<file path="config.mk">
export PLATFORM = sky130hd
export DESIGN_NAME = lc4_pipeline
export DESIGN_NICKNAME = d
export VERILOG_FILES = /design/src/verilog/lc4_pkg.sv /design/src/verilog/lc4_alu.sv /design/src/verilog/lc4_decoder.sv /design/src/verilog/lc4_hazard_unit.sv /design/src/verilog/lc4_pipeline.sv /design/src/verilog/lc4_regfile.sv
export VERILOG_INCLUDE_DIRS = /design/src /design/src/include
export SDC_FILE = /design/constraint.sdc
export NUM_CORES = 1
export LEC_CHECK = 0
export BUFFER_PORTS_ARGS = -buffer_cell sky130_fd_sc_hd__buf_4
export CORE_UTILIZATION = 43
export DETAILED_ROUTE_END_ITERATION = 16
export HOLD_SLACK_MARGIN = 0.03
export PLACE_DENSITY = 0.57
export SETUP_SLACK_MARGIN = 0.2
export SLEW_MARGIN = 40
export SYNTH_ARGS = -nofsm -noshare
export SYNTH_HDL_FRONTEND = slang
export SYNTH_SLANG_ARGS = --single-unit
</file>
<file path="constraint.sdc">
create_clock -name gwe -period 13.5 [get_ports gwe]
set_input_delay 0.675 -clock gwe [delete_from_list [all_inputs] [get_ports gwe]]
set_output_delay 0.675 -clock gwe [all_outputs]
set_load 0.01 [all_outputs]
</file>
<file path="src/include/lc4_settings.svh">
`ifndef LC4_SETTINGS_SVH
`define LC4_SETTINGS_SVH

// data and instruction word width
`define LC4_WORD_W 16

// architectural registers r0..r7
`define LC4_REG_CNT 8

// first fetch address out of reset
`define LC4_RESET_PC 16'h8200

// address bits decoded by the testbench memories
`define LC4_MEM_AW 8

`endif

</file>
<file path="src/verilog/lc4_pkg.sv">
package lc4_pkg;

    typedef logic [15:0] word_t;
    typedef logic [2:0]  reg_sel_t;
    typedef logic [2:0]  nzp_t;

    // instruction classes, OP_NOP must stay zero so a cleared latch is a bubble
    typedef enum logic [2:0] {
        OP_NOP   = 3'd0,
        OP_ALU   = 3'd1,
        OP_CONST = 3'd2,
        OP_LDR   = 3'd3,
        OP_STR   = 3'd4,
        OP_BR    = 3'd5
    } op_t;

    typedef enum logic [2:0] {
        ALU_ADD      = 3'd0,
        ALU_SUB      = 3'd1,
        ALU_AND      = 3'd2,
        ALU_NOT      = 3'd3,
        ALU_OR       = 3'd4,
        ALU_XOR      = 3'd5,
        ALU_PASS_IMM = 3'd6
    } alu_op_t;

    // operand source for the execute stage
    typedef enum logic [1:0] {
        FWD_REG = 2'd0,
        FWD_M   = 2'd1,
        FWD_W   = 2'd2
    } fwd_sel_t;

    typedef struct packed {
        op_t      op;
        alu_op_t  alu_op;
        reg_sel_t rs;
        reg_sel_t rt;
        reg_sel_t rd;
        logic     rs_re;
        logic     rt_re;
        logic     rd_we;
        logic     nzp_we;
        logic     use_imm;
        word_t    imm;
    } dec_t;

    // one pipeline latch, in W rs_data carries the memory address
    // and rt_data the store data
    typedef struct packed {
        logic  valid;
        word_t pc;
        word_t insn;
        dec_t  dec;
        word_t rs_data;
        word_t rt_data;
        word_t result;
    } stage_t;

    typedef struct packed {
        logic     valid;
        word_t    pc;
        word_t    insn;
        logic     rf_we;
        reg_sel_t rf_wsel;
        word_t    rf_wdata;
        logic     dmem_we;
        word_t    dmem_addr;
        word_t    dmem_wdata;
    } retire_t;

endpackage

</file>
<file path="src/verilog/lc4_alu.sv">
module lc4_alu
    import lc4_pkg::*;
(
    input  dec_t  i_dec,
    input  word_t i_pc,
    input  word_t i_rs,
    input  word_t i_rt,
    output word_t o_result,
    output word_t o_target
);

    word_t opnd_b;

    assign opnd_b = i_dec.use_imm ? i_dec.imm : i_rt;

    // loads and stores decode as ALU_ADD with the offset, giving rs + imm
    always_comb begin
        case (i_dec.alu_op)
            ALU_ADD:      o_result = i_rs + opnd_b;
            ALU_SUB:      o_result = i_rs - opnd_b;
            ALU_AND:      o_result = i_rs & opnd_b;
            ALU_NOT:      o_result = ~i_rs;
            ALU_OR:       o_result = i_rs | opnd_b;
            ALU_XOR:      o_result = i_rs ^ opnd_b;
            ALU_PASS_IMM: o_result = i_dec.imm;
            default:      o_result = i_rs + opnd_b;
        endcase
    end

    // pc-relative branch target
    assign o_target = i_pc + 16'd1 + i_dec.imm;

endmodule

</file>
<file path="src/verilog/lc4_decoder.sv">
module lc4_decoder
    import lc4_pkg::*;
(
    input  word_t i_insn,
    output dec_t  o_dec
);

    word_t sext5;
    word_t sext6;
    word_t sext9;
    dec_t  dec_c;

    assign sext5 = {{11{i_insn[4]}}, i_insn[4:0]};
    assign sext6 = {{10{i_insn[5]}}, i_insn[5:0]};
    assign sext9 = {{7{i_insn[8]}}, i_insn[8:0]};

    always_comb begin
        dec_c    = '0;
        dec_c.rs = i_insn[8:6];
        dec_c.rt = i_insn[2:0];
        dec_c.rd = i_insn[11:9];
        case (i_insn[15:12])
            4'b0000: begin
                // BR with an empty nzp mask is the NOP
                if (i_insn[11:9] != 3'b000) begin
                    dec_c.op  = OP_BR;
                    dec_c.imm = sext9;
                end
            end
            4'b0001: begin
                if (i_insn[5]) begin
                    dec_c.op      = OP_ALU;
                    dec_c.use_imm = 1'b1;
                    dec_c.imm     = sext5;
                end else if (i_insn[5:3] == 3'b000) begin
                    dec_c.op = OP_ALU;
                end else if (i_insn[5:3] == 3'b010) begin
                    dec_c.op     = OP_ALU;
                    dec_c.alu_op = ALU_SUB;
                end
            end
            4'b0101: begin
                dec_c.op = OP_ALU;
                if (i_insn[5]) begin
                    dec_c.alu_op  = ALU_AND;
                    dec_c.use_imm = 1'b1;
                    dec_c.imm     = sext5;
                end else begin
                    case (i_insn[5:3])
                        3'b000:  dec_c.alu_op = ALU_AND;
                        3'b001:  dec_c.alu_op = ALU_NOT;
                        3'b010:  dec_c.alu_op = ALU_OR;
                        3'b011:  dec_c.alu_op = ALU_XOR;
                        default: dec_c.op = OP_NOP;
                    endcase
                end
            end
            4'b0110: begin
                dec_c.op      = OP_LDR;
                dec_c.use_imm = 1'b1;
                dec_c.imm     = sext6;
            end
            4'b0111: begin
                // store data register sits in the rd field
                dec_c.op      = OP_STR;
                dec_c.rt      = i_insn[11:9];
                dec_c.use_imm = 1'b1;
                dec_c.imm     = sext6;
            end
            4'b1001: begin
                dec_c.op      = OP_CONST;
                dec_c.alu_op  = ALU_PASS_IMM;
                dec_c.use_imm = 1'b1;
                dec_c.imm     = sext9;
            end
            default: dec_c.op = OP_NOP;
        endcase

        dec_c.rd_we  = dec_c.op inside {OP_ALU, OP_CONST, OP_LDR};
        dec_c.nzp_we = dec_c.op inside {OP_ALU, OP_CONST, OP_LDR};
        dec_c.rs_re  = dec_c.op inside {OP_ALU, OP_LDR, OP_STR};
        dec_c.rt_re  = (dec_c.op == OP_STR) ||
                       ((dec_c.op == OP_ALU) && !dec_c.use_imm && (dec_c.alu_op != ALU_NOT));
    end

    assign o_dec = dec_c;

endmodule

</file>
<file path="src/verilog/lc4_hazard_unit.sv">
module lc4_hazard_unit
    import lc4_pkg::*;
(
    input  dec_t     i_d_dec,
    input  stage_t   i_x,
    input  stage_t   i_m,
    input  stage_t   i_w,
    output logic     o_stall,
    output fwd_sel_t o_fwd_rs,
    output fwd_sel_t o_fwd_rt,
    output logic     o_fwd_store
);

    logic x_is_load;
    logic load_use;
    logic load_branch;
    logic m_writes;
    logic w_writes;

    // younger producer in M wins over W
    function automatic fwd_sel_t pick_src(input logic re, input reg_sel_t sel,
                                          input logic m_wr, input reg_sel_t m_rd,
                                          input logic w_wr, input reg_sel_t w_rd);
        if (re && m_wr && (m_rd == sel)) begin
            return FWD_M;
        end else if (re && w_wr && (w_rd == sel)) begin
            return FWD_W;
        end
        return FWD_REG;
    endfunction

    assign x_is_load = i_x.valid && (i_x.dec.op == OP_LDR);

    // store data from a load is caught later by the WM bypass
    assign load_use = x_is_load &&
                      ((i_d_dec.rs_re && (i_d_dec.rs == i_x.dec.rd)) ||
                       (i_d_dec.rt_re && (i_d_dec.op != OP_STR) && (i_d_dec.rt == i_x.dec.rd)));

    // load nzp is only known after memory
    assign load_branch = x_is_load && (i_d_dec.op == OP_BR);

    assign o_stall = load_use || load_branch;

    assign m_writes = i_m.valid && i_m.dec.rd_we;
    assign w_writes = i_w.valid && i_w.dec.rd_we;

    assign o_fwd_rs = pick_src(i_x.dec.rs_re, i_x.dec.rs,
                               m_writes, i_m.dec.rd, w_writes, i_w.dec.rd);
    assign o_fwd_rt = pick_src(i_x.dec.rt_re, i_x.dec.rt,
                               m_writes, i_m.dec.rd, w_writes, i_w.dec.rd);

    assign o_fwd_store = i_m.valid && (i_m.dec.op == OP_STR) && w_writes &&
                         (i_w.dec.rd == i_m.dec.rt);

    // only store data may bypass from a load in M since it still holds the address
    always_comb begin
        a_fwd_no_load_addr: assert final (
            (i_m.dec.op != OP_LDR) ||
            ((o_fwd_rs != FWD_M) &&
             ((o_fwd_rt != FWD_M) || (i_x.dec.op == OP_STR))));
    end

endmodule

</file>
<file path="src/verilog/lc4_pipeline.sv">
`include "lc4_settings.svh"

module lc4_pipeline
    import lc4_pkg::*;
(
    input  logic    gwe,
    input  logic    i_rst,
    output word_t   o_imem_addr,
    input  word_t   i_imem_data,
    output word_t   o_dmem_addr,
    output word_t   o_dmem_wdata,
    output logic    o_dmem_we,
    input  word_t   i_dmem_rdata,
    output retire_t o_retire
);

    word_t    pc_q;
    stage_t   d_q;
    stage_t   x_q;
    stage_t   m_q;
    stage_t   w_q;
    nzp_t     nzp_q;
    dec_t     d_dec;
    word_t    rf_rs;
    word_t    rf_rt;
    logic     rf_we;
    logic     stall;
    fwd_sel_t fwd_rs;
    fwd_sel_t fwd_rt;
    logic     fwd_store;
    word_t    x_rs;
    word_t    x_rt;
    word_t    alu_result;
    word_t    br_target;
    logic     br_taken;
    logic     m_is_load;
    logic     m_is_store;
    word_t    store_data;

    function automatic nzp_t nzp_of(input word_t value);
        if (value[`LC4_WORD_W-1]) begin
            return 3'b100;
        end else if (value == '0) begin
            return 3'b010;
        end
        return 3'b001;
    endfunction

    function automatic word_t fwd_value(input fwd_sel_t sel, input word_t reg_val,
                                        input word_t m_val, input word_t w_val);
        case (sel)
            FWD_M:   return m_val;
            FWD_W:   return w_val;
            default: return reg_val;
        endcase
    endfunction

    // fetch
    assign o_imem_addr = pc_q;

    always_ff @(posedge gwe) begin
        if (i_rst) begin
            pc_q <= `LC4_RESET_PC;
        end else if (br_taken) begin
            pc_q <= br_target;
        end else if (!stall) begin
            pc_q <= pc_q + 16'd1;
        end
    end

    always_ff @(posedge gwe) begin
        if (i_rst || br_taken) begin
            d_q <= '0;
        end else if (!stall) begin
            d_q       <= '0;
            d_q.valid <= 1'b1;
            d_q.pc    <= pc_q;
            d_q.insn  <= i_imem_data;
        end
    end

    // decode
    lc4_decoder u_decoder (
        .i_insn (d_q.insn),
        .o_dec  (d_dec)
    );

    assign rf_we = w_q.valid && w_q.dec.rd_we;

    lc4_regfile u_regfile (
        .gwe       (gwe),
        .i_rst     (i_rst),
        .i_rs_sel  (d_dec.rs),
        .i_rt_sel  (d_dec.rt),
        .o_rs_data (rf_rs),
        .o_rt_data (rf_rt),
        .i_we      (rf_we),
        .i_wsel    (w_q.dec.rd),
        .i_wdata   (w_q.result)
    );

    lc4_hazard_unit u_hazard (
        .i_d_dec     (d_dec),
        .i_x         (x_q),
        .i_m         (m_q),
        .i_w         (w_q),
        .o_stall     (stall),
        .o_fwd_rs    (fwd_rs),
        .o_fwd_rt    (fwd_rt),
        .o_fwd_store (fwd_store)
    );

    // a stall or a taken branch sends a bubble into execute
    always_ff @(posedge gwe) begin
        if (i_rst || br_taken || stall) begin
            x_q <= '0;
        end else begin
            x_q.valid   <= d_q.valid;
            x_q.pc      <= d_q.pc;
            x_q.insn    <= d_q.insn;
            x_q.dec     <= d_dec;
            x_q.rs_data <= rf_rs;
            x_q.rt_data <= rf_rt;
            x_q.result  <= '0;
        end
    end

    // execute
    assign x_rs = fwd_value(fwd_rs, x_q.rs_data, m_q.result, w_q.result);
    assign x_rt = fwd_value(fwd_rt, x_q.rt_data, m_q.result, w_q.result);

    lc4_alu u_alu (
        .i_dec    (x_q.dec),
        .i_pc     (x_q.pc),
        .i_rs     (x_rs),
        .i_rt     (x_rt),
        .o_result (alu_result),
        .o_target (br_target)
    );

    assign br_taken = x_q.valid && (x_q.dec.op == OP_BR) &&
                      ((nzp_q & x_q.insn[11:9]) != 3'b000);

    // the instruction in X is younger than a load in M, so its nzp wins
    always_ff @(posedge gwe) begin
        if (i_rst) begin
            nzp_q <= '0;
        end else if (x_q.valid && x_q.dec.nzp_we && (x_q.dec.op != OP_LDR)) begin
            nzp_q <= nzp_of(alu_result);
        end else if (m_is_load) begin
            nzp_q <= nzp_of(i_dmem_rdata);
        end
    end

    always_ff @(posedge gwe) begin
        if (i_rst) begin
            m_q <= '0;
        end else begin
            m_q         <= x_q;
            m_q.rs_data <= x_rs;
            m_q.rt_data <= x_rt;
            m_q.result  <= alu_result;
        end
    end

    // memory
    assign m_is_load  = m_q.valid && (m_q.dec.op == OP_LDR);
    assign m_is_store = m_q.valid && (m_q.dec.op == OP_STR);
    assign store_data = fwd_store ? w_q.result : m_q.rt_data;

    assign o_dmem_addr  = (m_is_load || m_is_store) ? m_q.result : '0;
    assign o_dmem_we    = m_is_store;
    assign o_dmem_wdata = m_is_store ? store_data : '0;

    always_ff @(posedge gwe) begin
        if (i_rst) begin
            w_q <= '0;
        end else begin
            w_q         <= m_q;
            w_q.rs_data <= m_q.result;
            w_q.rt_data <= store_data;
            w_q.result  <= m_is_load ? i_dmem_rdata : m_q.result;
        end
    end

    // writeback and retire record
    always_comb begin
        o_retire            = '0;
        o_retire.valid      = w_q.valid;
        o_retire.pc         = w_q.pc;
        o_retire.insn       = w_q.insn;
        o_retire.rf_we      = rf_we;
        o_retire.rf_wsel    = rf_we ? w_q.dec.rd : 3'b000;
        o_retire.rf_wdata   = rf_we ? w_q.result : '0;
        o_retire.dmem_we    = w_q.valid && (w_q.dec.op == OP_STR);
        o_retire.dmem_addr  = (w_q.valid && (w_q.dec.op inside {OP_LDR, OP_STR})) ?
                              w_q.rs_data : '0;
        o_retire.dmem_wdata = o_retire.dmem_we ? w_q.rt_data : '0;
    end

    // a store that sat in D under a taken branch never reaches the bus
    a_dmem_we_src: assert property (@(posedge gwe) disable iff (i_rst)
        o_dmem_we |-> !$past(br_taken, 2));

endmodule

</file>
<file path="src/verilog/lc4_regfile.sv">
module lc4_regfile
    import lc4_pkg::*;
(
    input  logic     gwe,
    input  logic     i_rst,
    input  reg_sel_t i_rs_sel,
    input  reg_sel_t i_rt_sel,
    output word_t    o_rs_data,
    output word_t    o_rt_data,
    input  logic     i_we,
    input  reg_sel_t i_wsel,
    input  word_t    i_wdata
);

    word_t regs_q [8];

    always_ff @(posedge gwe) begin
        if (i_rst) begin
            for (int i = 0; i < 8; i++) begin
                regs_q[i] <= '0;
            end
        end else if (i_we) begin
            regs_q[i_wsel] <= i_wdata;
        end
    end

    // writeback in the same cycle is visible to decode
    assign o_rs_data = (i_we && (i_wsel == i_rs_sel)) ? i_wdata : regs_q[i_rs_sel];
    assign o_rt_data = (i_we && (i_wsel == i_rt_sel)) ? i_wdata : regs_q[i_rt_sel];

endmodule
</file>
==> results_dict.tcl <==
set metrics [dict create \
    finalPower_uw 3100 \
    regToRegSetupSlack_ns 7.31 \
    syn-cell-area_um2 21200 \
    ys_ff_latch 424 \
    cp_data_arrival_time_ns 6.71 \
    synth-simple-area-share_pct 19.9 \
    syn_nets 2190 \
    final_cell_mix "dfxtp_1 (294), nor2_1 (215), and2_1 (203), buf_4 (203), edfxtp_1 (128)" \
    drv_cap 0 \
    power_frac_comb_pct 11.4 \
    globalplace.congestion 0.898 \
    synthMuxAreaShare_pct 12.0 \
    rsz0062_at_grt "false" \
    powerDensity_nw_per_um2 127 \
    fill_cells 4323 \
    synth_cells 2090 \
    post-dp-hpwl_um 42500 \
    cts_root_buf "clkbuf_16" \
    synth_area_per_cell_um2 10.1 \
    clkTransAtPathRegs_ns 0.06 \
    die_h_um 224 \
    ys_seq_area_share_pct 46.2 \
    final_util_pct 50.6 \
    io_buffers 168 \
    drc 0 \
    ys_types 77 \
    setup_viol 0 \
    cts_inserted_buffers 47 \
    wl_um 62100 \
    skew_ns 0.0213 \
    vias_per_cell 5.48 \
    ios 169 \
    synth_fa_ha_area_share_pct 3.97 \
    yosys_warnings 0 \
    grt_pass1_wl_um 93100 \
    synth_async_sr_flop_share_pct 0 \
    tightest_slew_ns 0.923 \
    initial_core_util_pct 43.9 \
    end_kind "flop" \
    synth-compound-area-share_pct 10.2 \
    cpLargestDelayFamily "compound AO/OA/AOI/OAI gates" \
    dieArea_um2 50100 \
    cts_hold_buf 0 \
    final-hold-violation-count 0 \
    ctsResizeCount 0 \
    cts_setup_buffers 0 \
    hold_slack_ns 0.297 \
    antenna_found_initial 1 \
    clk_latency_ns 0.59 \
    clockBufferDepth 3 \
    tns_ns 0 \
    grt_start_max_net_pins 93 \
    area_growth_pct 15.1 \
    max_clock_freq_ghz 0.162 \
    status "completed" \
    swShare_pct 26.2 \
    synth-xor-area-share_pct 2.83 \
    p_int_uw 2290 \
    crit_slowest_cell "dfxtp_1" \
    synth_top_family_by_area "simple AND/OR/NAND/NOR gates" \
    die_w_um 224 \
    cp-start-kind "flop" \
    dr.pass1.iters 5 \
    ir_drop_uv 86.8 \
    htree_levels 2 \
    path_class "reg -> reg" \
    detail-route-antenna-nets 0 \
    multi_input_area_um2 10400 \
    worstPathMaxFanout 22 \
    relSlewSlack_pct 37.9 \
    fin_nets 2267 \
    clock-sinks 424 \
    synth_edf_count 128 \
    crit_buf_inv 1 \
    wl_per_cell_um 21.7 \
    placed_cell_area_um2 22800 \
    period_needed_ns 6.19 \
    pwr-share-clk_pct 41.6 \
    grt_use_total_pct 24.6 \
    cp.required_ns 14.02 \
    max_stage_delay_ns 0.80 \
    drive_gt1_share_pct 17.4 \
    mostFrequentLayoutCell "dfxtp_1" \
    rows 80 \
    regArea_um2 9770 \
    vias 15700 \
    design_area_um2 24300 \
    synth_ff_type "dfxtp_1" \
    p_sw_uw 811 \
    finalCritPeriodShare_pct 45.8 \
    cp_cell_sequence "nand3_1, nor4_4, buf_4, a211oi_1, o31ai_1, nor2_1, nand2_1, nor3_1, nand4_1, o21ai_0, xnor2_1, ha_1, a21o_1, a31o_2, a22o_1, a311o_1, xor2_1, o21ai_0, nand4_1, nor4_1, a32o_1" \
    grt_overflow_total 0 \
    dr.first_iter.drc_count 1391 \
    cts_tree "done" \
    core_area_um2 48100 \
    grt_pass1_vias 15100 \
    power_frac_seq_pct 47.0 \
    drv_slew 0 \
    hp-class "in -> reg" \
    p_leak_uw 0.00994 \
]
-- path summary, 6_finish.rpt --
path              depth (start not counted)               endpoint               start
setup / recovery                         21  nzp_q[1]$_SDFFE_PP0P_  w_q[66]$_SDFF_PP0_
hold reg to reg                           1     m_q[98]$_SDFF_PP0_  x_q[98]$_SDFF_PP0_
hold / removal                            2   d_q[99]$_SDFFE_PP0N_     i_imem_data[15]
setup reg to reg                         21  nzp_q[1]$_SDFFE_PP0P_  w_q[66]$_SDFF_PP0_
-- layout make-up --
class	instances	share of cell area, %
Multi-Input combinational cell	1430	42.8
Sequential cell	424	40.1
Timing Repair Buffer	206	6.40
Clock buffer	69	5.64
Tap cell	656	3.37
Inverter	58	0.894
Clock inverter	17	0.740
Antenna cell	2	0.0206
-- kinds of logic after synthesis --
| logic type | Yosys count |
|---|---|
| compound gates | 326 |
| xor+xnor | 65 |
| fa+ha+maj | 66 |
| buf+inv | 236 |
| flops | 424 |
| mux | 173 |
| simple gates | 800 |
-- cells in the mapped netlist, types with 9 or more instances --
library cell  count  share of area (%)
nand2_1         109                1.9
buf_1            12               0.21
xnor2_1          34                1.4
ha_1             64                3.8
or2_2             9               0.27
nor2b_1         103                3.0
o41a_1           10               0.53
and2_1          203                6.0
nor2_1          216                3.8
a211oi_1         55                2.0
buf_2            12               0.28
o21ai_0          54                1.3
mux2i_1         108                5.1
dfxtp_1         296                 28
nor3_1           37               0.88
inv_1            56               0.99
nor4_1           10               0.30
and3_1           44                1.3
xor2_1           27                1.1
clkbuf_1        117                2.1
nand2b_1         11               0.33
o22ai_1          10               0.30
mux4_2           65                6.9
o21a_1           11               0.39
buf_4            35                1.2
edfxtp_1        128                 18
nand4_1          10               0.30
nand3_1          21               0.50
a21oi_1         104                2.5
-- per-layer routing --
layer | routed length (um) | track usage (%) | vias to the layer above
li1 | - | - | 7454
met1 | 28100 | 34.0 | 7619
met2 | 28600 | 39.5 | 526
met3 | 3660 | 3.82 | 92
met4 | 1650 | 8.00 | 2
met5 | 13 | 0 | -
-- flip-flops by register name, indices dropped and copies added (netlist names) --
| register | cells |
|---|---|
| nzp_q | 3 |
| m_q | 72 |
| u_regfile.regs_q | 128 |
| o_retire | 33 |
| x_q | 87 |
| o_imem_addr | 16 |
| d_q | 33 |
| w_q | 52 |
-- stage by stage --
step                      cells  setup WS (ns)
after floorplan            2090           8.65
final                      2862           7.31
after global routing       2861           6.92
after detailed placement   2774           7.25
after CTS                  2860           7.24
after global placement     2774           7.42
-- power by group through the flow --
stage               combinational [uW]  sequential (uW)  clock, uW
floorplan                          268             1430          0
global placement                   346             1480          0
detailed placement                 348             1480          0
CTS                                351             1450       1320
global route                       386             1460       1360
finish                             352             1460       1290
Power figures use the tool's default switching activity.
